### src/logic/sprite_pkg.sv
package sprite_pkg;

  // horizontal timing in clocks
  localparam int H_DISPLAY = 256;
  localparam int H_FRONT   = 7;
  localparam int H_SYNC    = 23;
  localparam int H_BACK    = 23;
  localparam int H_TOTAL   = H_DISPLAY + H_FRONT + H_SYNC + H_BACK;

  // vertical timing in lines
  localparam int V_DISPLAY = 240;
  localparam int V_BOTTOM  = 14;
  localparam int V_SYNC    = 3;
  localparam int V_TOP     = 5;
  localparam int V_TOTAL   = V_DISPLAY + V_BOTTOM + V_SYNC + V_TOP;

  localparam int POS_W = 9;

  // sprite table and per-line slot array
  localparam int NUM_SPRITES  = 32;
  localparam int SPRITE_IDX_W = 5;
  localparam int LINE_SPRITES = 4;
  localparam int LINE_IDX_W   = 2;
  localparam int SPRITE_SIZE  = 16;
  localparam int COLOR_W      = 4;
  localparam int ROM_ADDR_W   = 8;

  // below the visible area, so a reset sprite never lands on screen
  localparam int RESET_YPOS = 240;

  // renderer phases, all counted in hpos
  localparam int SELECT_END = 2 * NUM_SPRITES;
  localparam int COPY_END   = SELECT_END + 4 * LINE_SPRITES;
  localparam int DRAW_END   = COPY_END + 2 * SPRITE_SIZE * LINE_SPRITES;

endpackage

### src/logic/sprite_table.sv
`timescale 1ns/1ps

module sprite_table import sprite_pkg::*; (
  input  logic                    clk,
  input  logic                    rst_n,
  input  logic                    wr_en,
  input  logic [SPRITE_IDX_W-1:0] wr_index,
  input  logic [7:0]              wr_xpos,
  input  logic [7:0]              wr_ypos,
  input  logic [7:0]              wr_attr,
  input  logic [SPRITE_IDX_W-1:0] rd_index,
  output logic [7:0]              rd_xpos,
  output logic [7:0]              rd_ypos,
  output logic [7:0]              rd_attr
);

  logic [7:0] sprite_xpos [NUM_SPRITES];
  logic [7:0] sprite_ypos [NUM_SPRITES];
  // attr[7:4] shape, attr[3:0] colour
  logic [7:0] sprite_attr [NUM_SPRITES];

  always_ff @(posedge clk) begin
    if (!rst_n) begin
      // park every sprite below the visible area
      for (int n = 0; n < NUM_SPRITES; n++) begin
        sprite_xpos[n] <= '0;
        sprite_ypos[n] <= 8'(RESET_YPOS);
        sprite_attr[n] <= '0;
      end
    end else if (wr_en) begin
      sprite_xpos[wr_index] <= wr_xpos;
      sprite_ypos[wr_index] <= wr_ypos;
      sprite_attr[wr_index] <= wr_attr;
    end
  end

  // renderer reads without latency
  assign rd_xpos = sprite_xpos[rd_index];
  assign rd_ypos = sprite_ypos[rd_index];
  assign rd_attr = sprite_attr[rd_index];

  a_wr_known: assert property (
    @(posedge clk) disable iff (!rst_n)
    wr_en |-> !$isunknown({wr_index, wr_attr})
  );

endmodule

### config.mk
export PLATFORM = sky130hd
export DESIGN_NAME = sprite_table
export DESIGN_NICKNAME = d
export VERILOG_FILES = /design/src/logic/sprite_pkg.sv /design/src/logic/sprite_table.sv
export SDC_FILE = /design/constraint.sdc
export NUM_CORES = 1
export LEC_CHECK = 0
export ABC_AREA = 1
export BUFFER_PORTS_ARGS = -buffer_cell sky130_fd_sc_hd__buf_2
export CORE_ASPECT_RATIO = 0.7
export CORE_MARGIN = 5
export CORE_UTILIZATION = 50
export DETAILED_ROUTE_END_ITERATION = 10
export PLACE_DENSITY_LB_ADDON = 0.25
export SYNTH_ARGS = -nofsm -noshare
export SYNTH_HDL_FRONTEND = slang
export SYNTH_SLANG_ARGS = --single-unit
### constraint.sdc
create_clock -name clk -period 2.1 [get_ports clk]
set_input_delay 0.105 -clock clk [delete_from_list [all_inputs] [get_ports clk]]
set_output_delay 0.105 -clock clk [all_outputs]
set_load 0.005 [all_outputs]
==> results.sh <==
export IMPL_maximum_number_of_pins_on_one_net_before_global_route_repair=70
export IMPL_drt_initial_drc_count=3502
export IMPL_detailed_place_hpwl_um=67500
export IMPL_final_instance_count_excl_fill=4640
export IMPL_hold_viol=0
export IMPL_multi_input_comb_area_sq_um=10600
export IMPL_most_common_library_cell_in_the_layout_ignoring_fill_and_taps="nand2_1"
export IMPL_tritoncts="done"
export IMPL_clock_root_buffer="clkbuf_16"
export IMPL_power_density_nw_per_um2=859
export IMPL_synthesis_area_sq_um=35200
export IMPL_grt_pass1_wl_um=163000
export IMPL_total_design_power_mw=34.3
export IMPL_most_common_layout_cells="nand2_1 (1211), edfxtp_1 (768), nor2_1 (640)"
export IMPL_clock_sink_count=768
export IMPL_yosysUniqueCellTypes=19
export IMPL_post_synth_mux_area_share_pct=0
export IMPL_start_util_pct=50.4
export IMPL_timing_max_cap_violations=0
export IMPL_critical_path_launch_point="sprite_attr[7][0]"
export IMPL_area_growth_pct=13.4
export IMPL_min_from="wr_index[3]"
export IMPL_vias_per_std_cell=5.76
export IMPL_grt_overflow_total=0
export IMPL_synth_fp_nets=3687
export IMPL_detail_route_wirelength_um=109000
export IMPL_layout_drive_gt1_share_pct=13.0
export IMPL_worst_setup_path_end_kind="output pin"
export IMPL_dominant_combinational_cell_family_by_area_after_synthesis="simple AND/OR/NAND/NOR gates"
export IMPL_timing_critical_path_from_type="flop"
export IMPL_port_buffers=60
export IMPL_synth_sequential_area_ratio_pct=65.5
export IMPL_fraction_of_the_mapped_netlist_area_in_simple_logic_gates_pct=29.4
export IMPL_slew_of_the_pin_with_the_lowest_slew_margin_ns=0.602
export IMPL_unrepaired_setup_endpoints_after_global_routing="yes"
export IMPL_remaining_drc_errors=0
export IMPL_clkTransAtPathRegs_ns=0.06
export IMPL_numPlacedInstances=4509
export IMPL_layout_nets=3707
export IMPL_antenna_found_initial=1
export IMPL_drt_pre_antenna_iters=6
export IMPL_period_minus_slack_ns=2.10
export IMPL_max_vdd_ir_drop_v=0.000566
export IMPL_htree_num_levels=3
export IMPL_gpl_final_weighted_congestion=0.860
export IMPL_dieHeight_um=232
export IMPL_synthesis_instances=3650
export IMPL_synth_xor_area_share_pct=0
export IMPL_maximum_fanout_along_the_worst_path=1
export IMPL_route_vias_total=26721
export IMPL_final_antenna_net_count=0
export IMPL_cts_buffers=74
export IMPL_floorplan_io_pins=61
export IMPL_syn_area_per_cell_sq_um=9.65
export IMPL_fin_crit_sh_pct=100
export IMPL_synthAdderAreaFrac_pct=0
export IMPL_layout_filler_cells=5952
export IMPL_grt_pass1_vias=25335
export IMPL_placeableCoreArea_sq_um=69800
export IMPL_design_die_area_sq_um=75900
export IMPL_failing_checks="setup timing"
export IMPL_postSynthRegisterBits=768
export IMPL_arrival_ns=2.00
export IMPL_synth_compound_area_share_pct=0
export IMPL_sequential_cell_area_sq_um=23100
export IMPL_power_leakage_nw=15.7
export IMPL_setup_ws_ns=-0.000422
export IMPL_required_ns=2.00
export IMPL_status="complete, but fails checks"
export IMPL_min_path_type="in2reg"
export IMPL_fmax_mhz=476
export IMPL_route_detailed_wl_per_inst_um=23.4
export IMPL_buffer_depth_of_the_longest_clock_path=3
export IMPL_final_max_slew_violation_count=0
export IMPL_fin_hold_ws_ns=0.0609
export IMPL_max_slew_margin_pct=59.8
export IMPL_dieWidth_um=327
export IMPL_setup_violations=1
export IMPL_critPathKind="reg2out"
export IMPL_post_place_ws_ns=0.130
export IMPL_synthesis_yosys_warnings=0
export IMPL_global_route_usage_total_pct=28.6
export IMPL_std_cell_rows=81
synthesized netlist by cell type, drive strengths merged:
| master | n | area (sq um) |
|---|---|---|
| buf | 185 | 1060 |
| nand2 | 1241 | 4660 |
| nand3 | 576 | 2880 |
| clkbuf | 118 | 453 |
| nor2 | 672 | 2720 |
| inv | 77 | 292 |
| edfxtp | 768 | 23100 |
| nor3 | 12 | 80.1 |
| clkinv | 1 | 3.75 |
critical path: stages (launching register included):
cell and delay, ns:
edfxtp_1 0.37, nand2_1 0.09, nand3_1 0.15, nand3_4 0.14
nand2_1 0.06, nand2_1 0.10, nand2_1 0.13, nand2_1 0.10
nand2_1 0.08, buf_2 0.13
sequential cells by signal (all words and copies together) (netlist names):
signal and count:
sprite_attr 256, sprite_ypos 256, sprite_xpos 256
final cells by class:
class                   instances  area share [%]
clock buffers                  96            5.11
clock inverters                36           0.602
multi-input cells            2501            26.6
repair buffers                247            6.23
diodes                          1         0.00627
inverters                      78           0.777
well taps                     913            2.86
flip-flops and latches        768            57.8
cells by family after synthesis:
group	Yosys count
buffers and inverters	381
DFF	768
and+or+nand+nor	2501
path summary, 6_finish.rpt:
path / to / slack [ns] / depth (start not counted)
worst max-delay path: rd_attr[0] / -0.0004 / 9
worst min-delay path: sprite_ypos[5][6] / 0.06 / 5
repair_timing:
| action | 4_1_cts | 5_1_grt |
|---|---|---|
| setup buffers | 0 | 0 |
| hold buffers | 0 | 0 |
| endpoints found under the hold margin | 0 | 0 |
| gates resized for setup | 18 | 56 |
| setup endpoints to repair | 8 | 19 |
| pin swaps | 2 | 23 |
power by group:
group | internal, mW | leakage (nW) | total, mW | switching, mW
Combinational | 1.01 | 7.26 | 3.48 | 2.47
Clock | 7.21 | 1.12 | 12.9 | 5.73
Sequential | 17.7 | 7.38 | 17.9 | 0.235
Total | 25.9 | 15.7 | 34.3 | 8.43
metrics by stage:
| step | cell area [sq um] | utilization (%) | TNS (ns) |
|---|---|---|---|
| after floorplan | 35200 | - | 0 |
| after global placement | 37300 | 53.5 | 0 |
| after detailed placement | 37300 | 53.5 | 0 |
| after CTS | 39700 | 56.8 | -0.0103 |
| after global routing | 39900 | 57.2 | -0.228 |
| final | 39900 | 57.2 | -0.000422 |
per-layer routing:
| layer | global-route usage (%) | part of all wire (%) |
|---|---|---|
| met3 | 9.47 | 14 |
| met2 | 40.2 | 42 |
| met1 | 43.0 | 42 |
| met4 | 7.11 | 2.7 |
| met5 | 0 | 0 |
(Power assumes the default switching activity.)
