<file path="src/logic/sprite_pkg.sv">
package sprite_pkg;

  // horizontal timing in clocks
  localparam int H_DISPLAY = 256;
  localparam int H_FRONT   = 7;
  localparam int H_SYNC    = 23;
  localparam int H_BACK    = 23;
  localparam int H_TOTAL   = H_DISPLAY + H_FRONT + H_SYNC + H_BACK;

  // vertical timing in lines
  localparam int V_DISPLAY = 240;
  localparam int V_BOTTOM  = 14;
  localparam int V_SYNC    = 3;
  localparam int V_TOP     = 5;
  localparam int V_TOTAL   = V_DISPLAY + V_BOTTOM + V_SYNC + V_TOP;

  localparam int POS_W = 9;

  // sprite table and per-line slot array
  localparam int NUM_SPRITES  = 32;
  localparam int SPRITE_IDX_W = 5;
  localparam int LINE_SPRITES = 4;
  localparam int LINE_IDX_W   = 2;
  localparam int SPRITE_SIZE  = 16;
  localparam int COLOR_W      = 4;
  localparam int ROM_ADDR_W   = 8;

  // below the visible area, so a reset sprite never lands on screen
  localparam int RESET_YPOS = 240;

  // renderer phases, all counted in hpos
  localparam int SELECT_END = 2 * NUM_SPRITES;
  localparam int COPY_END   = SELECT_END + 4 * LINE_SPRITES;
  localparam int DRAW_END   = COPY_END + 2 * SPRITE_SIZE * LINE_SPRITES;

endpackage

</file>
<file path="src/logic/scanline_buffer.sv">
`timescale 1ns/1ps

module scanline_buffer import sprite_pkg::*; (
  input  logic               clk,
  input  logic               rst_n,
  input  logic [POS_W-1:0]   hpos,
  input  logic [POS_W-1:0]   vpos,
  input  logic               wr_pix_en,
  input  logic [7:0]         wr_col,
  input  logic [COLOR_W-1:0] wr_color,
  output logic [COLOR_W-1:0] rgb
);

  logic [COLOR_W-1:0] line_mem [2 * H_DISPLAY];
  logic [8:0]         rd_addr;
  logic [8:0]         wr_addr;
  logic               read_on;

  // display reads half vpos[0], renderer fills the other one
  assign rd_addr = {vpos[0], hpos[7:0]};
  assign wr_addr = {~vpos[0], wr_col};
  assign read_on = (hpos < POS_W'(H_DISPLAY));

  always_ff @(posedge clk) begin
    if (!rst_n) begin
      for (int n = 0; n < 2 * H_DISPLAY; n++) begin
        line_mem[n] <= '0;
      end
    end else begin
      // each entry is wiped as it goes out
      if (read_on) begin
        line_mem[rd_addr] <= '0;
      end
      if (wr_pix_en) begin
        line_mem[wr_addr] <= wr_color;
      end
    end
  end

  always_ff @(posedge clk) begin
    if (!rst_n) begin
      rgb <= '0;
    end else begin
      rgb <= (read_on && vpos < POS_W'(V_DISPLAY)) ? line_mem[rd_addr] : '0;
    end
  end

  a_write_other_half: assert property (
    @(posedge clk) disable iff (!rst_n)
    wr_pix_en |-> (wr_addr[8] != rd_addr[8]) && !vpos[POS_W-1]
  );

endmodule

</file>
<file path="config.mk">
export PLATFORM = sky130hd
export DESIGN_NAME = scanline_buffer
export DESIGN_NICKNAME = d
export VERILOG_FILES = /design/src/logic/sprite_pkg.sv /design/src/logic/scanline_buffer.sv
export SDC_FILE = /design/constraint.sdc
export NUM_CORES = 2
export LEC_CHECK = 0
export BUFFER_PORTS_ARGS = -buffer_cell sky130_fd_sc_hd__buf_2
export CAP_MARGIN = 20
export CORE_UTILIZATION = 53
export DETAILED_ROUTE_END_ITERATION = 16
export PLACE_DENSITY = 0.68
export SLEW_MARGIN = 20
export SYNTH_ARGS = -nofsm -noshare
export SYNTH_HDL_FRONTEND = slang
export SYNTH_SLANG_ARGS = --single-unit
</file>
<file path="constraint.sdc">
create_clock -name clk -period 3.77 [get_ports clk]
set_input_delay 0.9425 -clock clk [delete_from_list [all_inputs] [get_ports clk]]
set_output_delay 0.9425 -clock clk [all_outputs]
set_load 0.01 [all_outputs]
</file>
==> run summary <==
post-CTS setup buffer count -> 0
Max Slew Vio Count -> 0
clk slew on worst S/H paths -> 60 ps
Routed WL per cell -> 30.51 um
clk_lat worst skew -> 870 ps
status -> complete, no violations
Syn Inst Count -> 7624
CP Class -> primary input to flop
root buffer cell -> clkbuf_16
Syn-to-layout area delta -> 12.72%
Post-synth EDFFs -> 2048
Most used DFF post-synth -> edfxtp_1
number of global-route vias before repair -> 66660
CP max stage cell -> a2111oi_1
Die ar. -> 0.1922 sq mm
Syn Area/Cell -> 13.24 sq um
initial core utilization -> 53.58%
sequential share of the synthesized area -> 61.00%
Placer Congestion -> 0.9807
arrival time worst endpoint -> 4470 ps
CP Data Required Time -> 4490 ps
share of the synthesized area in the top cell type -> 60.92%
ordered cell list for the critical path -> buf_8 > buf_4 > buf_4 > buf_12 > mux4_2 > mux2_2 > a221oi_1 > o2111ai_1 > a2111oi_1 > a21oi_1
synth top area cells -> edfxtp_1 (61%), and3_1 (13%), mux4_2 (9.5%)
Synth cell types -> 62
Detail Route Antenna Nets -> 0
Final Hold Vio Count -> 0
Die Ht -> 438.4 um
VDD IR-drop max -> 0.3956 mV
total global-route track usage -> 31.80%
pwr dens -> 445.6 mW/mm^2
total gr overflow -> 0
dpl hpwl -> 195900 um
Slew Limit Headroom -> 25.60%
setup TNS -> 0 ps
hold_buf cts -> 0
mapped cell area -> 0.1010 sq mm
family with the most delay on the worst path -> compound AO/OA/AOI/OAI gates
die width -> 438.4 um
Post-Syn Nets -> 7657
CTS H-tree lvls -> 4
final setup violation count -> 0
# DRC -> 0
clock sinks -> 2052
CTS tree -> yes
crit path max fanout -> 21
WP buf/inv -> 4
largest net degree at the start of global routing -> 98
critical path capture point type -> flop
total wire length -> 307800 um
top achievable clock speed -> 266.8 MHz
P_leak -> 44.72 nW
NumNets Final -> 7439
Max-cap violations -> 0
Crit path largest cell delay -> 810 ps
Via density -> 6.867
Iter 0 DRT Violations -> 10050
FF+latch count, synth -> 2052
Tightest Pin Transition -> 1111 ps
Final min period -> 3748 ps
Crit path top cell by count -> buf_4
TritonCTS Buffers -> 209
yosys warns -> 0
vias after detailed routing -> 69260
DR pass1 iterations -> 7
period utilization -> 99.43%
Hold Crit Class -> primary input to flop
unrepaired setup endpoints after global routing -> false
Synth async-reset ratio -> 0%
number of cell rows -> 159
fin util -> 60.40%
skew final -> 43.97 ps
IO Count -> 37
initial antenna violation count -> 11
clock tree buffer depth -> 3
CP startpoint kind -> primary input
cell taking the most area after synthesis -> edfxtp_1
first-pass GRT wire length -> 451200 um
core area -> 0.1884 sq mm
Port Buffers -> 33
fraction of layout cells with a size suffix above 1 -> 19.82%
-- synthesized netlist by cell type, types with 4 or more instances --
library cell and n:
nor3b_1 8, a2111oi_0 11, and4_1 6, buf_4 36, nand3_1 44, inv_1 14
dfxtp_1 4, nor2b_1 17, buf_2 54, o31ai_1 4, o221ai_1 6, a221oi_1 64
o2111ai_1 8, buf_6 13, mux2_2 24, a22oi_1 66, mux2i_1 177, nand2b_1 16
nand3b_1 5, and3b_1 7, mux4_2 428, nand4b_1 6, a22o_1 17, buf_1 32
a21oi_1 26, nor4_1 6, nand2_1 613, a211oi_1 11, nand4_1 43, o21ai_0 49
nor2_1 78, edfxtp_1 2048, clkbuf_1 980, o211ai_1 516, and3_1 2051, a31oi_1 14
a32oi_1 6, and2_1 12, nor3_1 21, o22ai_1 40
-- worst paths after layout --
path,start,endpoint,slack (ps),cells after the start
max,hpos[0],rgb[0],20,10
min,vpos[8],rgb[3],610,4
max reg2reg,line_mem[332][0],rgb[0],250,10
min reg2reg,line_mem[486][2],rgb[2],1100,5
-- sequential cells by signal (all words and copies together), names as in the netlist --
name / cells
line_mem: 2048
rgb: 4
-- stage by stage --
| stage | hold slack, ps | total power, mW | cell area (sq um) | setup WS, ps | cells |
|---|---|---|---|---|---|
| finish | 612.3 | 50.70 | 113800 | 21.62 | 10090 |
| global route | 564.7 | 51.87 | 113800 | 13.59 | 10080 |
| CTS | 554.4 | 50.72 | 113700 | 86.72 | 10070 |
| detailed placement | 1119 | 31.11 | 107300 | -1005 | 9690 |
| global placement | 1086 | 30.98 | 107300 | -1059 | 9690 |
| floorplan | 822.1 | 29.23 | 101000 | 434.2 | 7624 |
-- routing by layer --
layer / wire length, um / global-route usage [%] / share of wire [%]
met1: 112700 / 43.42 / 37
met2: 141800 / 48.85 / 46
met3: 38000 / 6.766 / 12
met4: 15350 / 15.05 / 5.0
met5: 0 / 0 / 0
-- where the power goes --
part           switching (mW)  leakage, nW  internal [mW]  total (mW)
Combinational            2.59         22.1           1.60        4.20
Sequential              0.342         19.5           26.2        26.5
Clock                    8.96         3.14           11.0        20.0
Total                    11.9         44.7           38.8        50.7
-- placed cells by master, fill, tap and decap left out, types with 44 or more instances in the layout --
master / instances
and3_1: 2050
edfxtp_1: 2048
nand2_1: 597
o211ai_1: 516
buf_4: 490
mux4_2: 428
clkbuf_16: 210
mux2i_1: 177
buf_12: 164
a22oi_1: 66
a221oi_1: 64
clkbuf_1: 57
clkinv_1: 54
o21ai_0: 48
nor2_4: 44
nand3_1: 44
-- cell families (layout without fill, tap and decap cells) --
| family | after synthesis | in the layout | synth area share (%) |
|---|---|---|---|
| AOI/OAI and AO/OA | 863 | 863 | 6.342 |
| buffers and inverters | 1129 | 1084 | 4.495 |
| muxes | 629 | 629 | 11.57 |
| other | 0 | 13 | 0 |
| and+or+nand+nor | 2951 | 2951 | 16.59 |
| DFF | 2052 | 2052 | 61.00 |
-- tightest hold or removal path: cells and delay by family --
family,cells,cell delay (ps)
AND/OR/NAND/NOR,2,340
buffers and inverters,1,80
AO/OA/AOI/OAI,1,70
-- area by class of cell --
type	instances	area (sq um)
fill	13990	74610
multi-input combinational	4443	35340
inverter	14	52.55
clock inverter	116	978.4
antenna	13	32.53
tap	2495	3122
clock buffer	268	5483
timing repair buffer	686	7202
sequential	2052	61580
-- what timing repair did --
| item | 4_1_cts | 5_1_grt |
|---|---|---|
| resized for setup | 3 | 3 |
| pin swaps | 0 | 0 |
| endpoints found under the setup margin | 3 | 3 |
(Power assumes the default switching activity.)
