[src/logic/sprite_pkg.sv]
package sprite_pkg;

  // horizontal timing in clocks
  localparam int H_DISPLAY = 256;
  localparam int H_FRONT   = 7;
  localparam int H_SYNC    = 23;
  localparam int H_BACK    = 23;
  localparam int H_TOTAL   = H_DISPLAY + H_FRONT + H_SYNC + H_BACK;

  // vertical timing in lines
  localparam int V_DISPLAY = 240;
  localparam int V_BOTTOM  = 14;
  localparam int V_SYNC    = 3;
  localparam int V_TOP     = 5;
  localparam int V_TOTAL   = V_DISPLAY + V_BOTTOM + V_SYNC + V_TOP;

  localparam int POS_W = 9;

  // sprite table and per-line slot array
  localparam int NUM_SPRITES  = 32;
  localparam int SPRITE_IDX_W = 5;
  localparam int LINE_SPRITES = 4;
  localparam int LINE_IDX_W   = 2;
  localparam int SPRITE_SIZE  = 16;
  localparam int COLOR_W      = 4;
  localparam int ROM_ADDR_W   = 8;

  // below the visible area, so a reset sprite never lands on screen
  localparam int RESET_YPOS = 240;

  // renderer phases, all counted in hpos
  localparam int SELECT_END = 2 * NUM_SPRITES;
  localparam int COPY_END   = SELECT_END + 4 * LINE_SPRITES;
  localparam int DRAW_END   = COPY_END + 2 * SPRITE_SIZE * LINE_SPRITES;

endpackage

[src/logic/sprite_bitmap_rom.sv]
`timescale 1ns/1ps

module sprite_bitmap_rom import sprite_pkg::*; (
  input  logic [ROM_ADDR_W-1:0]  rom_addr,
  output logic [SPRITE_SIZE-1:0] rom_data
);

  logic [3:0] shape;
  logic [3:0] row;

  // upper nibble picks the shape, lower nibble the row
  assign shape = rom_addr[ROM_ADDR_W-1:ROM_ADDR_W-4];
  assign row   = rom_addr[3:0];

  always_comb begin
    rom_data = '0;
    case (shape)
      // little ghost
      4'd0: begin
        case (row)
          4'd0:    rom_data = 16'b0000011111100000;
          4'd1:    rom_data = 16'b0001111111111000;
          4'd2:    rom_data = 16'b0011111111111100;
          4'd3:    rom_data = 16'b0111001111001110;
          4'd4:    rom_data = 16'b0110000110000110;
          4'd5:    rom_data = 16'b0110110110110110;
          4'd6:    rom_data = 16'b1111001111001111;
          4'd13:   rom_data = 16'b1110111001110111;
          4'd14:   rom_data = 16'b1100011001100011;
          4'd15:   rom_data = 16'b1000001001000001;
          default: rom_data = 16'b1111111111111111;
        endcase
      end
      4'd1: rom_data = '1;
      4'd2: rom_data = row[0] ? 16'hAAAA : 16'h5555;
      // hollow frame
      4'd3: begin
        if (row == 4'd0 || row == 4'd15) begin
          rom_data = '1;
        end else begin
          rom_data = 16'h8001;
        end
      end
      default: rom_data = '0;
    endcase
  end

endmodule

[config.mk]
export PLATFORM = sky130hd
export DESIGN_NAME = sprite_bitmap_rom
export DESIGN_NICKNAME = d
export VERILOG_FILES = /design/src/logic/sprite_pkg.sv /design/src/logic/sprite_bitmap_rom.sv
export SDC_FILE = /design/constraint.sdc
export NUM_CORES = 1
export LEC_CHECK = 0
export ABC_AREA = 1
export BUFFER_PORTS_ARGS = -buffer_cell sky130_fd_sc_hd__buf_4
export CORE_AREA = 4 4 41 43
export DETAILED_ROUTE_END_ITERATION = 10
export DIE_AREA = 0 0 45 47
export REMOVE_ABC_BUFFERS = 1
export SYNTH_ARGS = -nofsm -noshare
export SYNTH_HDL_FRONTEND = slang
export SYNTH_SLANG_ARGS = --single-unit
[constraint.sdc]
create_clock -name vclk -period 1.34
set_clock_uncertainty 0.1 [all_clocks]
set_input_delay 0.268 -clock vclk [all_inputs]
set_output_delay 0.268 -clock vclk [all_outputs]
set_load 0.02 [all_outputs]
==> metrics.yaml, run 1 <==
run_status:
  outcome: "finished, violations left"
  violations: "setup timing"
place:
  io_buffers: 24
  dpl.hpwl_mm: 1.03
  place_area_um2: 621
  place_ws_ns: -0.313
  gp_congestion: 0.799
floorplan:
  die_h_um: 47
  coreArea_um2: 1300
  rows: 13
  die_area_um2: 2120
  io_pins: 24
  fp.dieW_um: 45
  start_util: 0.310
pwr:
  power_density_nw_per_um2: 326
  ir_worst_vdd_mv: 0.160
  design_power_total_mw: 0.288
  p_leak_nw: 0.492
clocking:
  cts-hold-fix-buffers: 0
global_routing:
  antenna_found_initial: 0
  grt_pass1_vias: 544
  grt.overflow.total: 0
  grt_max_degree: 10
  grt_pass1_wl_mm: 2.24
  grtUsageTotal: 0.135
yosys:
  synth_area_leaders: "nand2_1, ha_1, nand4_1, inv_1, nor2_1"
  syn-mean-instance-area_um2: 4.97
  syn_area_um2: 403
  synth_top_area_frac: 0.289
  synth_top_area_cell: "nand2_1"
  yosysSeqAreaShare: 0
  yosys-top-cells-count: "nand2_1, inv_1, nor2_1"
  synthDistinctLibCells: 15
  yosysMostFrequentCell: "nand2_1"
  yosysWarnings: 0
  synthCells: 81
sta:
  slew_violations: 0
  rsz0062_at_grt: "true"
  hold_viol: 0
  fin_crit_sh: 1.13
  setup-violations-final: 16
  fmax_mhz: 662
  relSlewSlack: 0.847
  tightestPinTransition_ns: 0.229
  setup_slack_ns: -0.170
  fin_crit_ns: 1.51
worst_hold_path:
  hold_path.class: "in2out"
  min_from: "rom_addr[3]"
worst_setup_path:
  timing.critical_path.cells: "buf_12, buf_4, nor2_1, nor2_2, a21oi_2, nand2_2, buf_6"
  critPathMaxStageDelay_ns: 0.23
  critPathBufInv: 3
  critical-path-top-delay-family: "buffers and inverters"
  worstSetupStartpointType: "input port"
  slowest_stage: "a21oi_2"
  crit_type: "in2out"
  required_ns: 0.97
  cp_data_arrival_time_ns: 1.14
  cp-endpoint: "rom_data[10]"
  crit_cells: 7
  cp_max_fo: 4
  critPathLaunch: "rom_addr[0]"
  end_kind: "primary output"
layout:
  layout-drive-gt1-share: 0.651
  clkbuf_count: 0
  area_delta_synth_final_pct: 120
  fin_area_um2: 886
  final_util: 0.681
  register_area_um2: 0
  antenna_cells: 0
  layout.nets: 123
  seq_cell_count: 0
route:
  drc: 0
  via_per_inst: 4.69
  first_iter_violations: 3
  wl_per_cell_um: 10.6
  wirelength_mm: 1.32
  vias: 582
  final_antenna_net_count: 0
  firstDrtPassIters: 4
flow_run:
  max_cap_violations: 0
[cell type report]
cell class,instances,area (um^2)
multi-input cells,68,497
inverters,12,75.1
fillers,109,415
repair buffers,29,295
well taps,15,18.8
[layout by cell type (no fill, tap or decap), types with 3 or more instances in the layout]
cell type   n
inv_1       4
ha_4        4
a21oi_2     3
nand4_1     6
nor2_2      4
nand2_4     6
buf_4      13
buf_6      14
inv_2       3
nor2_4      3
nand2_1    20
nand2_2    11
inv_8       3
nor2_1      4
[repair_timing]
action	in CTS	in global routing
endpoints found under the setup margin	16	16
resized for setup	60	14
pin swaps	17	5
buffers inserted	1	0
[how the worst min path moves through the flow]
stage | endpoint | slack [ns] | cells past startpoint
CTS | rom_data[1] | 0.93 | 6
global placement | rom_data[1] | 0.92 | 6
finish | rom_data[1] | 0.89 | 6
detailed placement | rom_data[14] | 0.93 | 6
floorplan | rom_data[14] | 0.74 | 4
global route | rom_data[1] | 0.96 | 6
[routing by layer]
layer | global-route usage | vias to the layer above | part of all wire
met5 | 0 | - | 0
met4 | 0 | 0 | 0
met3 | 0.00383 | 0 | 0.073
met2 | 0.271 | 21 | 0.54
met1 | 0.166 | 251 | 0.39
li1 | - | 310 | -
[report_power, final]
group | total, mW | leakage, nW | internal [mW] | switching (mW)
clock | 0 | 0 | 0 | 0
sequential | 0 | 0 | 0 | 0
combinational | 0.288 | 0.492 | 0.135 | 0.153
total | 0.288 | 0.492 | 0.135 | 0.153
[cells by family (layout without fill, tap and decap cells)]
kind of cell,Yosys count,after routing,synth area share
buffers and inverters,13,41,0.140
and+or+nand+nor,58,58,0.661
AOI/OAI and AO/OA,6,6,0.0745
adders and majority gates,4,4,0.124
[per-stage QoR]
step                      instances  hold WS [ns]  setup TNS (ns)
after detailed placement        123         0.927           -4.32
after CTS                       124         0.930           -2.23
final                           124         0.894           -2.35
after floorplan                  80         0.740          -0.297
after global placement          123         0.925           -4.07
after global routing            124         0.958           -3.32
Power figures use the tool's default switching activity.
==> run 2: changes to the inputs <==
--- a/config.mk
+++ b/config.mk
@@ -7,9 +7,10 @@
 export LEC_CHECK = 0
 export ABC_AREA = 1
 export BUFFER_PORTS_ARGS = -buffer_cell sky130_fd_sc_hd__buf_4
-export CORE_AREA = 4 4 41 43
+export CORE_AREA = 3 3 40 42
 export DETAILED_ROUTE_END_ITERATION = 10
-export DIE_AREA = 0 0 45 47
+export DIE_AREA = 0 0 43 45
+export RECOVER_POWER = 50
 export REMOVE_ABC_BUFFERS = 1
 export SYNTH_ARGS = -nofsm -noshare
 export SYNTH_HDL_FRONTEND = slang
==> constraint.sdc (replaced) <==
create_clock -name vclk -period 1.34
set_clock_uncertainty 0.1 [all_clocks]
set_input_delay 0 -clock vclk [all_inputs]
set_output_delay 0 -clock vclk [all_outputs]
set_load 0.02 [all_outputs]
==> run 2 against run 1 <==
Against the previous run: the flow now finishes without violations; power decreased by 32%; critical path depth increased by 3; sequential share of layout area unchanged; design area decreased by 34%.
==> metrics.yaml, run 2 (synthesis results as in run 1) <==
run_status:
  outcome: "complete, no violations"
global_routing:
  grt_pass1_vias: 429  # -21%
  grt.overflow.total: 0  # unchanged
  grt_max_degree: 10  # unchanged
  grt_pass1_wl_mm: 1.67  # -26%
  grtUsageTotal: 0.106  # -0.0284
  antenna_found_initial: 0  # unchanged
flow_run:
  max_cap_violations: 0  # unchanged
layout:
  layout_common_cells: "nand2_1, buf_4, inv_1, nor2_1, nand4_1"
  layout-drive-gt1-share: 0.327  # -0.324
  area_delta_synth_final_pct: 45.0
  clkbuf_count: 0  # unchanged
  antenna_cells: 0  # unchanged
  layout_commonest_cell: "nand2_1"
  layout.nets: 118  # -4.1%
  nFillCells: 151  # +39%
  multi_input_area_um2: 344  # -31%
  seq_cell_count: 0  # unchanged
  register_area_um2: 0  # unchanged
sta:
  fin_crit_ns: 1.10  # -0.406 ns
  relSlewSlack: 0.832  # -0.0146
  rsz0062_at_grt: "false"
  slew_violations: 0  # unchanged
  tightestPinTransition_ns: 0.252  # +0.0230 ns
  setup-violations-final: 0  # -16
  hold_viol: 0  # unchanged
  fin_crit_sh: 0.824  # -0.303
  setup-tns-final_ns: 0  # +2.35 ns
  fmax_mhz: 906  # +37%
worst_setup_path:
  worstSetupStartpointType: "input port"
  required_ns: 1.24  # +0.27 ns
  cp_max_fo: 6  # +2
  cp_data_arrival_time_ns: 1.00  # -0.14 ns
  crit_type: "in2out"
  timing.critical_path.cells: "buf_4, inv_1, ha_1, nand2_2, nand2_1, nand2_4, nand2_2, inv_2, nand2_1, buf_4"
  slowest_stage: "ha_1"
  end_kind: "primary output"
  critPathMaxStageDelay_ns: 0.22  # about the same
worst_hold_path:
  hold_path.class: "in2out"
route:
  vias: 546  # -6.2%
  final_antenna_net_count: 0  # unchanged
  wl_per_cell_um: 8.96  # -16%
  wirelength_mm: 1.07  # -19%
  via_per_inst: 4.59  # -2.2%
  first_iter_violations: 8  # +5
  drc: 0  # unchanged
  firstDrtPassIters: 4  # unchanged
clocking:
  cts.repair.resized: 0  # -100%
  cts-hold-fix-buffers: 0  # unchanged
  cts_setup_buffers: 0  # -1
place:
  dpl.hpwl_um: 978  # -5.3%
  io_buffers: 24  # unchanged
  gp_congestion: 0.734  # -8.2%
floorplan:
  start_util: 0.314  # +0.00392
  die_h_um: 45  # -4.3%
  coreArea_um2: 1280  # -1.3%
  fp.dieW_um: 43  # -4.4%
  io_pins: 24  # unchanged
  die_area_um2: 1940  # -8.5%
  rows: 13  # unchanged
pwr:
  power_density_nw_per_um2: 337  # +3.4%
  design_power_total_mw: 0.197  # -32%
  p_leak_nw: 0.432  # -12%
  ir_worst_vdd_mv: 0.106  # -34%
## run 2: cell count changes in the layout (fill, tap and decap cells not counted), sizes merged
cell	previous run	this run
buf	29	23
clkbuf	0	1
## run 2: layout make-up
type                            instances  share of cell area
Inverter                               12              0.0771
Multi-Input combinational cell         68               0.589
Tap cell                               15              0.0321
Timing Repair Buffer                   24               0.302
## run 2: critical path: cells and delay by family
kind / cells / cell delay (ns)
buffers and inverters: 4 / 0.44
adder cells (fa/ha/maj): 1 / 0.22
AND/OR/NAND/NOR: 5 / 0.35
## run 2: final timing paths
kind,from,slack (ns),cells after the start,end
max,rom_addr[0],0.24,10,rom_data[10]
min,rom_addr[3],0.39,6,rom_data[14]
## run 2: per-stage QoR
stage                     cells  utilization  setup WS [ns]  hold slack [ns]  cell area [um^2]
final                       119        0.455          0.236            0.395               584
after global routing        119        0.455          0.116            0.448               584
after global placement      119        0.460          0.271            0.396               591
after detailed placement    119        0.460          0.253            0.402               591
after CTS                   119        0.460          0.245            0.405               591
after floorplan              80            -          0.467            0.204               392
## run 2: report_power, final
group          total, mW  internal [mW]  switching [mW]
combinational      0.197         0.0807           0.116
clock                  0              0               0
sequential             0              0               0
## run 2: metal layers
metal	GRT usage	wire length, um
met1	0.136	468
met2	0.213	547
met3	0	51
met4	0	0
met5	0	0
