File: src/logic/sprite_pkg.sv
package sprite_pkg;

  // horizontal timing in clocks
  localparam int H_DISPLAY = 256;
  localparam int H_FRONT   = 7;
  localparam int H_SYNC    = 23;
  localparam int H_BACK    = 23;
  localparam int H_TOTAL   = H_DISPLAY + H_FRONT + H_SYNC + H_BACK;

  // vertical timing in lines
  localparam int V_DISPLAY = 240;
  localparam int V_BOTTOM  = 14;
  localparam int V_SYNC    = 3;
  localparam int V_TOP     = 5;
  localparam int V_TOTAL   = V_DISPLAY + V_BOTTOM + V_SYNC + V_TOP;

  localparam int POS_W = 9;

  // sprite table and per-line slot array
  localparam int NUM_SPRITES  = 32;
  localparam int SPRITE_IDX_W = 5;
  localparam int LINE_SPRITES = 4;
  localparam int LINE_IDX_W   = 2;
  localparam int SPRITE_SIZE  = 16;
  localparam int COLOR_W      = 4;
  localparam int ROM_ADDR_W   = 8;

  // below the visible area, so a reset sprite never lands on screen
  localparam int RESET_YPOS = 240;

  // renderer phases, all counted in hpos
  localparam int SELECT_END = 2 * NUM_SPRITES;
  localparam int COPY_END   = SELECT_END + 4 * LINE_SPRITES;
  localparam int DRAW_END   = COPY_END + 2 * SPRITE_SIZE * LINE_SPRITES;

endpackage

File: src/logic/video_timing.sv
`timescale 1ns/1ps

module video_timing import sprite_pkg::*; (
  input  logic             clk,
  input  logic             rst_n,
  output logic             hsync,
  output logic             vsync,
  output logic             display_on,
  output logic [POS_W-1:0] hpos,
  output logic [POS_W-1:0] vpos
);

  logic h_last;
  logic v_last;

  assign h_last = (hpos == POS_W'(H_TOTAL - 1));
  assign v_last = (vpos == POS_W'(V_TOTAL - 1));

  // raster counters, vpos steps once per line
  always_ff @(posedge clk) begin
    if (!rst_n) begin
      hpos <= '0;
      vpos <= '0;
    end else if (h_last) begin
      hpos <= '0;
      if (v_last) begin
        vpos <= '0;
      end else begin
        vpos <= vpos + 1'b1;
      end
    end else begin
      hpos <= hpos + 1'b1;
    end
  end

  // sync pulses sit between the front and back porch
  assign hsync = (hpos >= POS_W'(H_DISPLAY + H_FRONT)) &&
                 (hpos <  POS_W'(H_DISPLAY + H_FRONT + H_SYNC));
  assign vsync = (vpos >= POS_W'(V_DISPLAY + V_BOTTOM)) &&
                 (vpos <  POS_W'(V_DISPLAY + V_BOTTOM + V_SYNC));

  assign display_on = (hpos < POS_W'(H_DISPLAY)) && (vpos < POS_W'(V_DISPLAY));

  a_pos_in_range: assert property (
    @(posedge clk) disable iff (!rst_n)
    (hpos < POS_W'(H_TOTAL)) && (vpos < POS_W'(V_TOTAL))
  );

endmodule

File: config.mk
export PLATFORM = sky130hd
export DESIGN_NAME = video_timing
export DESIGN_NICKNAME = d
export VERILOG_FILES = /design/src/logic/sprite_pkg.sv /design/src/logic/video_timing.sv
export SDC_FILE = /design/constraint.sdc
export NUM_CORES = 1
export LEC_CHECK = 0
export ABC_CLOCK_PERIOD_IN_PS = 1700
export BUFFER_PORTS_ARGS = -buffer_cell sky130_fd_sc_hd__buf_2
export CAP_MARGIN = 20
export CORE_ASPECT_RATIO = 1.2
export CORE_MARGIN = 3
export CORE_UTILIZATION = 37
export CTS_BUF_LIST = sky130_fd_sc_hd__clkbuf_16
export CTS_CLUSTER_DIAMETER = 200
export CTS_CLUSTER_SIZE = 40
export DETAILED_ROUTE_END_ITERATION = 8
export PLACE_DENSITY = 0.66
export SYNTH_ARGS = -nofsm -noshare
export SYNTH_HDL_FRONTEND = slang
export SYNTH_SLANG_ARGS = --single-unit
File: constraint.sdc
create_clock -name clk -period 1.7 [get_ports clk]
set_input_delay 0 -clock clk [delete_from_list [all_inputs] [get_ports clk]]
set_output_delay 0 -clock clk [all_outputs]
set_load 0.02 [all_outputs]
==> results.yml, run 1 <==
clocking:
  clk_pin_slew_ns: 0.05
  cts_tree: "yes"
  post-cts-setup-buffer-count: 0
  cts_hold_buf: 0
  cts_buffers: 3
  root_buffer: "clkbuf_16"
  clock_path_buffers: 2
  clk_latency_ns: 0.25
  cts.sink_count: 18
  cts_max_level: 1
grt:
  grt_pass1_wl_mm: 3.90
  grt_pass1_vias: 859
  grt_max_degree: 11
  overflow: 0
  grt_usage: 0.168
  antenna_found_initial: 0
cells_and_area:
  layout-drive-gt1-share: 0.321
  final_cell_mix: "buf_2 (22), nor2_1 (16), dfxtp_1 (15), xor2_1 (10), nand2_1 (6)"
  mostFrequentLayoutCell: "buf_2"
  antenna_cells: 0
  nNetsFinal: 142
  area_growth_pct: 32.4
placement:
  port-buffer-count: 22
  place_hpwl_mm: 1.75
  gp_congestion: 0.882
sta:
  fin_worst_skew_ns: 0.00287
  min_period_over_period: 0.953
  relSlewSlack: 0.708
  setup_violations: 0
  min_period_ns: 1.62
  rsz0062_at_grt: "no"
  timing.hold.ws_ns: 0.0485
  worst_pin_slew_ns: 0.438
  tns_ns: 0
  hold_viol: 0
  finalMaxSlewViolations: 0
  max_freq_mhz: 618
drt:
  drt_wl_total_mm: 2.32
  firstDrtPassIters: 4
  drt_iter0_drc: 7
  ant_nets: 0
  drc_errors: 0
  drt-wirelength-per-cell_um: 14.1
  num_vias: 866
  vias_per_cell: 5.25
floorplan:
  placementRows: 19
  die-area_sq_mm: 0.00318
  coreArea_sq_mm: 0.00235
  die_x_um: 52.0
  die_y_um: 61.2
  io_pins: 23
  start_util: 0.399
logic_synthesis:
  synth_area_sq_um: 938
  synthCells: 102
  synth_nets: 109
  avgSynthCellArea_sq_um: 9.20
  synth-seq-area-share: 0.384
  synth_warnings: 0
  ys_types: 26
  synth-seq-cells: 18
pwr:
  vdd_ir_drop_max_v: 0.000549
  total_leakage_power_nw: 0.554
  p_per_area_mw_per_mm2: 779
worst_setup_path:
  crit_arrival_ns: 1.62
  end_kind: "output pin"
  worstPathMaxFanout: 7
  startpoint_type: "register"
  required_ns: 1.70
  criticalPathCategory: "reg2out"
worst_hold_path:
  min_path_type: "in2reg"
outcome:
  outcome: "finished, final reports clean"
run:
  maxCapViolCount: 0
-- critical path, stage by stage, from the launching register on --
cell and delay [ns]:
dfxtp_1 0.34, buf_6 0.14, ha_4 0.16, a21o_1 0.10, a211oi_2 0.07, a2111oi_2 0.33, buf_2 0.22
-- Yosys cell counts --
master	instances	area, sq um
o21ai_0	3	15.0
a211oi_1	2	15.0
dfxtp_1	18	360
nor3_1	1	5.00
a21oi_1	3	15.0
nor4b_1	1	8.76
or3_1	4	25.0
o31ai_4	1	21.3
xnor2_1	2	17.5
nor2_1	16	60.1
nand3_1	5	25.0
buf_6	1	11.3
nand3_4	1	17.5
and4_1	4	35.0
ha_1	5	62.6
xor2_1	10	87.6
inv_1	4	15.0
nand2_4	1	11.3
o41ai_1	1	8.76
a2111oi_0	1	8.76
and4bb_4	1	16.3
and4b_1	1	10.0
a21o_1	1	7.51
nand2_1	6	22.5
nand4_1	5	31.3
and3_1	4	25.0
-- routing by layer --
metal | vias to the layer above | routed length (um) | global-route usage
li1 | 432 | - | -
met1 | 403 | 978 | 0.190
met2 | 24 | 1150 | 0.300
met3 | 7 | 132 | 0.0291
met4 | 0 | 62 | 0.0899
met5 | - | 0 | 0
-- cell families (layout without fill, tap and decap cells) --
family | after synthesis | count (layout) | synth area share
buffers and inverters | 5 | 37 | 0.0280
AND/OR/NAND/NOR | 50 | 50 | 0.312
adder cells (fa/ha/maj) | 5 | 5 | 0.0667
XOR/XNOR | 12 | 12 | 0.112
flip-flops | 18 | 18 | 0.384
AO/OA/AOI/OAI | 12 | 12 | 0.0973
-- flip-flops by register name, indices dropped and copies added, names as in the netlist --
name and count:
hpos 9, vpos 9
-- through the flow --
step                      area (sq um)  worst slack (ns)  total power (W)  instances   util
final                             1240            0.0807         0.000967        165  0.528
after global routing              1240           0.00990         0.000999        165  0.528
after CTS                         1230            0.0176         0.000975        165  0.523
after detailed placement          1130             0.129         0.000499        161  0.482
after global placement            1130             0.171         0.000497        161  0.482
after floorplan                    945            0.0745         0.000474        102      -
-- power breakdown --
part	switching, W	internal (W)	total [W]
clock network	0.000157	0.000313	0.000469
logic	0.0000389	0.0000265	0.0000655
registers	0.00000422	0.000428	0.000433
total	0.000200	0.000768	0.000967
-- area by class of cell --
type | count | area (sq um)
Clock inverter | 1 | 3.75
Timing Repair Buffer | 29 | 170
Multi-Input combinational cell | 79 | 576
Inverter | 4 | 15.0
Clock buffer | 3 | 75.1
Tap cell | 31 | 38.8
Sequential cell | 18 | 364
Fill cell | 241 | 1110
-- timing repair --
action	CTS	global route
pin swaps	0	1
resized for setup	3	6
endpoints found under the setup margin	1	4
-- final timing paths --
| path | from | end | slack, ns | depth (start not counted) |
|---|---|---|---|---|
| max reg2reg | hpos[4]$_SDFF_PP0_ | vpos[5]$_SDFFE_PN0N_ | 0.14 | 4 |
| min | rst_n | hpos[1]$_SDFF_PP0_ | 0.05 | 2 |
| max | hpos[0]$_SDFF_PP0_ | hsync | 0.08 | 6 |
| min reg2reg | vpos[3]$_SDFFE_PN0N_ | vpos[3]$_SDFFE_PN0N_ | 0.55 | 2 |
No activity file was read; power rests on OpenSTA's default activity.
==> run 2, diff against run 1 <==
--- a/config.mk
+++ b/config.mk
@@ -7,3 +7,3 @@
 export LEC_CHECK = 0
-export ABC_CLOCK_PERIOD_IN_PS = 1700
+export ABC_CLOCK_PERIOD_IN_PS = 1800
 export BUFFER_PORTS_ARGS = -buffer_cell sky130_fd_sc_hd__buf_2
==> constraint.sdc (replaced) <==
create_clock -name clk -period 1.8 [get_ports clk]
set_input_delay 0 -clock clk [delete_from_list [all_inputs] [get_ports clk]]
set_output_delay 0 -clock clk [all_outputs]
set_load 0.01 [all_outputs]
==> run 2 against run 1 <==
Compared with the run above: sequential cell count unchanged; clock-buffer cell count unchanged; combinational power decreased by 42%; core utilization decreased by 3.2 points; critical path depth decreased by 2; cell count decreased by 4.2%; sequential share of layout area increased by 1.9 points; non-clock buffer count decreased by 6.
==> results.yml, run 2 (synthesis gave the netlist of run 1 again) <==
grt:
  grt_pass1_wl_mm: 3.62
  grt_max_degree: 10
  antenna_found_initial: 0
  grt_pass1_vias: 835
  grt_usage: 0.151
  overflow: 0
drt:
  firstDrtPassIters: 4
  drt_iter0_drc: 26
  drt-wirelength-per-cell_um: 13.3
  vias_per_cell: 5.15
  drt_wl_total_mm: 2.10
  num_vias: 813
  drc_errors: 0
  ant_nets: 0
pwr:
  vdd_ir_drop_max_v: 0.000422
  p_int_w: 0.000714
  p_switching_w: 0.000170
  p_per_area_mw_per_mm2: 758
  total_leakage_power_nw: 0.515
  p_comb_frac: 0.043
  p_total_w: 0.000884
  clock_power_share: 0.487
  switching_share: 0.192
  pwr-share-seq: 0.469
worst_setup_path:
  required_ns: 1.92
  crit_chain: "and4b_1, nand2_4, o31ai_4, nor2_1"
  worst_path_max_delay_cell: "and4b_1"
  startpoint_type: "register"
  end_kind: "register"
  worstPathMaxFanout: 9
  crit_arrival_ns: 1.77
  regToRegSetupSlack_ns: 0.15
  r2r_start: "hpos[4]$_SDFF_PP0_"
  slowest_delay_ns: 0.44
  r2r-end: "vpos[5]$_SDFFE_PN0N_"
  criticalPathCategory: "reg2reg"
  reg2reg_depth: 4
placement:
  gp_congestion: 0.819
  port-buffer-count: 22
  place_area_sq_mm: 0.00108
  place_hpwl_mm: 1.57
outcome:
  outcome: "finished, final reports clean"
worst_hold_path:
  hp-start: "rst_n"
  min_to: "hpos[1]$_SDFF_PP0_"
  whs_path_depth: 2
  min_path_type: "in2reg"
floorplan:
  io_pins: 23
  die-area_sq_mm: 0.00318
  placementRows: 19
  start_util: 0.399
  die_x_um: 52.0
  coreArea_sq_mm: 0.00235
  die_y_um: 61.2
sta:
  tns_ns: 0
  setup_violations: 0
  timing.hold.ws_ns: 0.0600
  relSlewSlack: 0.727
  worst_pin_slew_ns: 0.409
  finalMaxSlewViolations: 0
  min_period_ns: 1.65
  fin_worst_skew_ns: 0.00127
  max_freq_mhz: 607
  hold_viol: 0
  min_period_over_period: 0.915
  rsz0062_at_grt: "no"
clocking:
  cts_tree: "yes"
  clk_latency_ns: 0.24
  post-cts-setup-buffer-count: 0
  root_buffer: "clkbuf_16"
  cts_buffers: 3
  cts_max_level: 1
  cts_hold_buf: 0
  cts.sink_count: 18
  clock_path_buffers: 2
  clk_pin_slew_ns: 0.05
run:
  maxCapViolCount: 0
cells_and_area:
  mostFrequentLayoutCell: "buf_2"
  area_growth_pct: 24.3
  fin_util: 0.495
  final_cell_mix: "buf_2 (22), nor2_1 (16), dfxtp_1 (15), xor2_1 (10), nand2_1 (6)"
  stdcell_area_sq_mm: 0.00117
  nNetsFinal: 136
  layout-drive-gt1-share: 0.268
  fillers: 229
  top_regs: "hpos (9), vpos (9)"
  antenna_cells: 0
==> run 2: cell count changes in the layout (fill, tap and decap cells not counted) <==
cell / previous run / this run
ha_2: 0 / 1
inv_1: 3 / 4
clkinv_1: 1 / 0
buf_6: 2 / 0
a2111oi_1: 0 / 1
buf_4: 5 / 1
a211oi_2: 1 / 0
a2111oi_2: 1 / 0
ha_4: 1 / 0
inv_2: 1 / 0
a211oi_1: 1 / 2
==> run 2: area by class of cell <==
type	instances	area, sq um	area share
multi-input combinational	79	556	0.476
sequential	18	364	0.312
timing repair buffer	23	118	0.101
tap	31	38.8	0.0333
clock buffer	3	75.1	0.0644
inverter	4	15.0	0.0129
==> run 2: timing repair <==
item / in CTS / in global routing
gates resized for setup: 0 / 5
endpoints found under the hold margin: 0 / 0
setup endpoints to repair: 0 / 3
==> run 2: per-layer routing <==
layer,track usage,up-vias,share of wire
met2,0.259,20,0.50
met4,0.0749,0,0.0052
met5,0,-,0
met1,0.176,374,0.45
li1,-,417,-
met3,0.0339,2,0.051
==> run 2: worst max path at each step <==
stage                  startpoint                    to  slack (ns)  cells after the start
3_5_place_dp   hpos[0]$_SDFF_PP0_  vpos[5]$_SDFFE_PN0N_        0.14                      6
4_1_cts        hpos[0]$_SDFF_PP0_                 hsync        0.05                      5
3_3_place_gp   hpos[0]$_SDFF_PP0_  vpos[1]$_SDFFE_PN0N_        0.17                      6
6_report       hpos[4]$_SDFF_PP0_  vpos[5]$_SDFFE_PN0N_        0.15                      4
2_1_floorplan  hpos[0]$_SDFF_PP0_                 hsync        0.23                      4
5_1_grt        hpos[5]$_SDFF_PP0_  vpos[3]$_SDFFE_PN0N_        0.02                      4
==> run 2: power by group through the flow <==
stage	clock network, W	registers, W	logic (W)
2_1_floorplan	0	0.000425	0.0000181
3_3_place_gp	0	0.000421	0.0000372
3_5_place_dp	0	0.000422	0.0000382
4_1_cts	0.000442	0.000413	0.0000389
5_1_grt	0.000454	0.000416	0.0000433
6_report	0.000431	0.000415	0.0000382
==> run 2: critical path: cells and delay by family (launching register included) <==
kind / cells / cell delay [ns]
compound gates: 1 / 0.43
flops: 1 / 0.42
simple gates: 3 / 0.66
==> run 2: per-stage QoR <==
step / setup slack, ns / std cells
4_1_cts: 0.0524 / 158
5_1_grt: 0.0165 / 158
3_3_place_gp: 0.172 / 155
2_1_floorplan: 0.228 / 102
3_5_place_dp: 0.138 / 155
6_report: 0.153 / 158
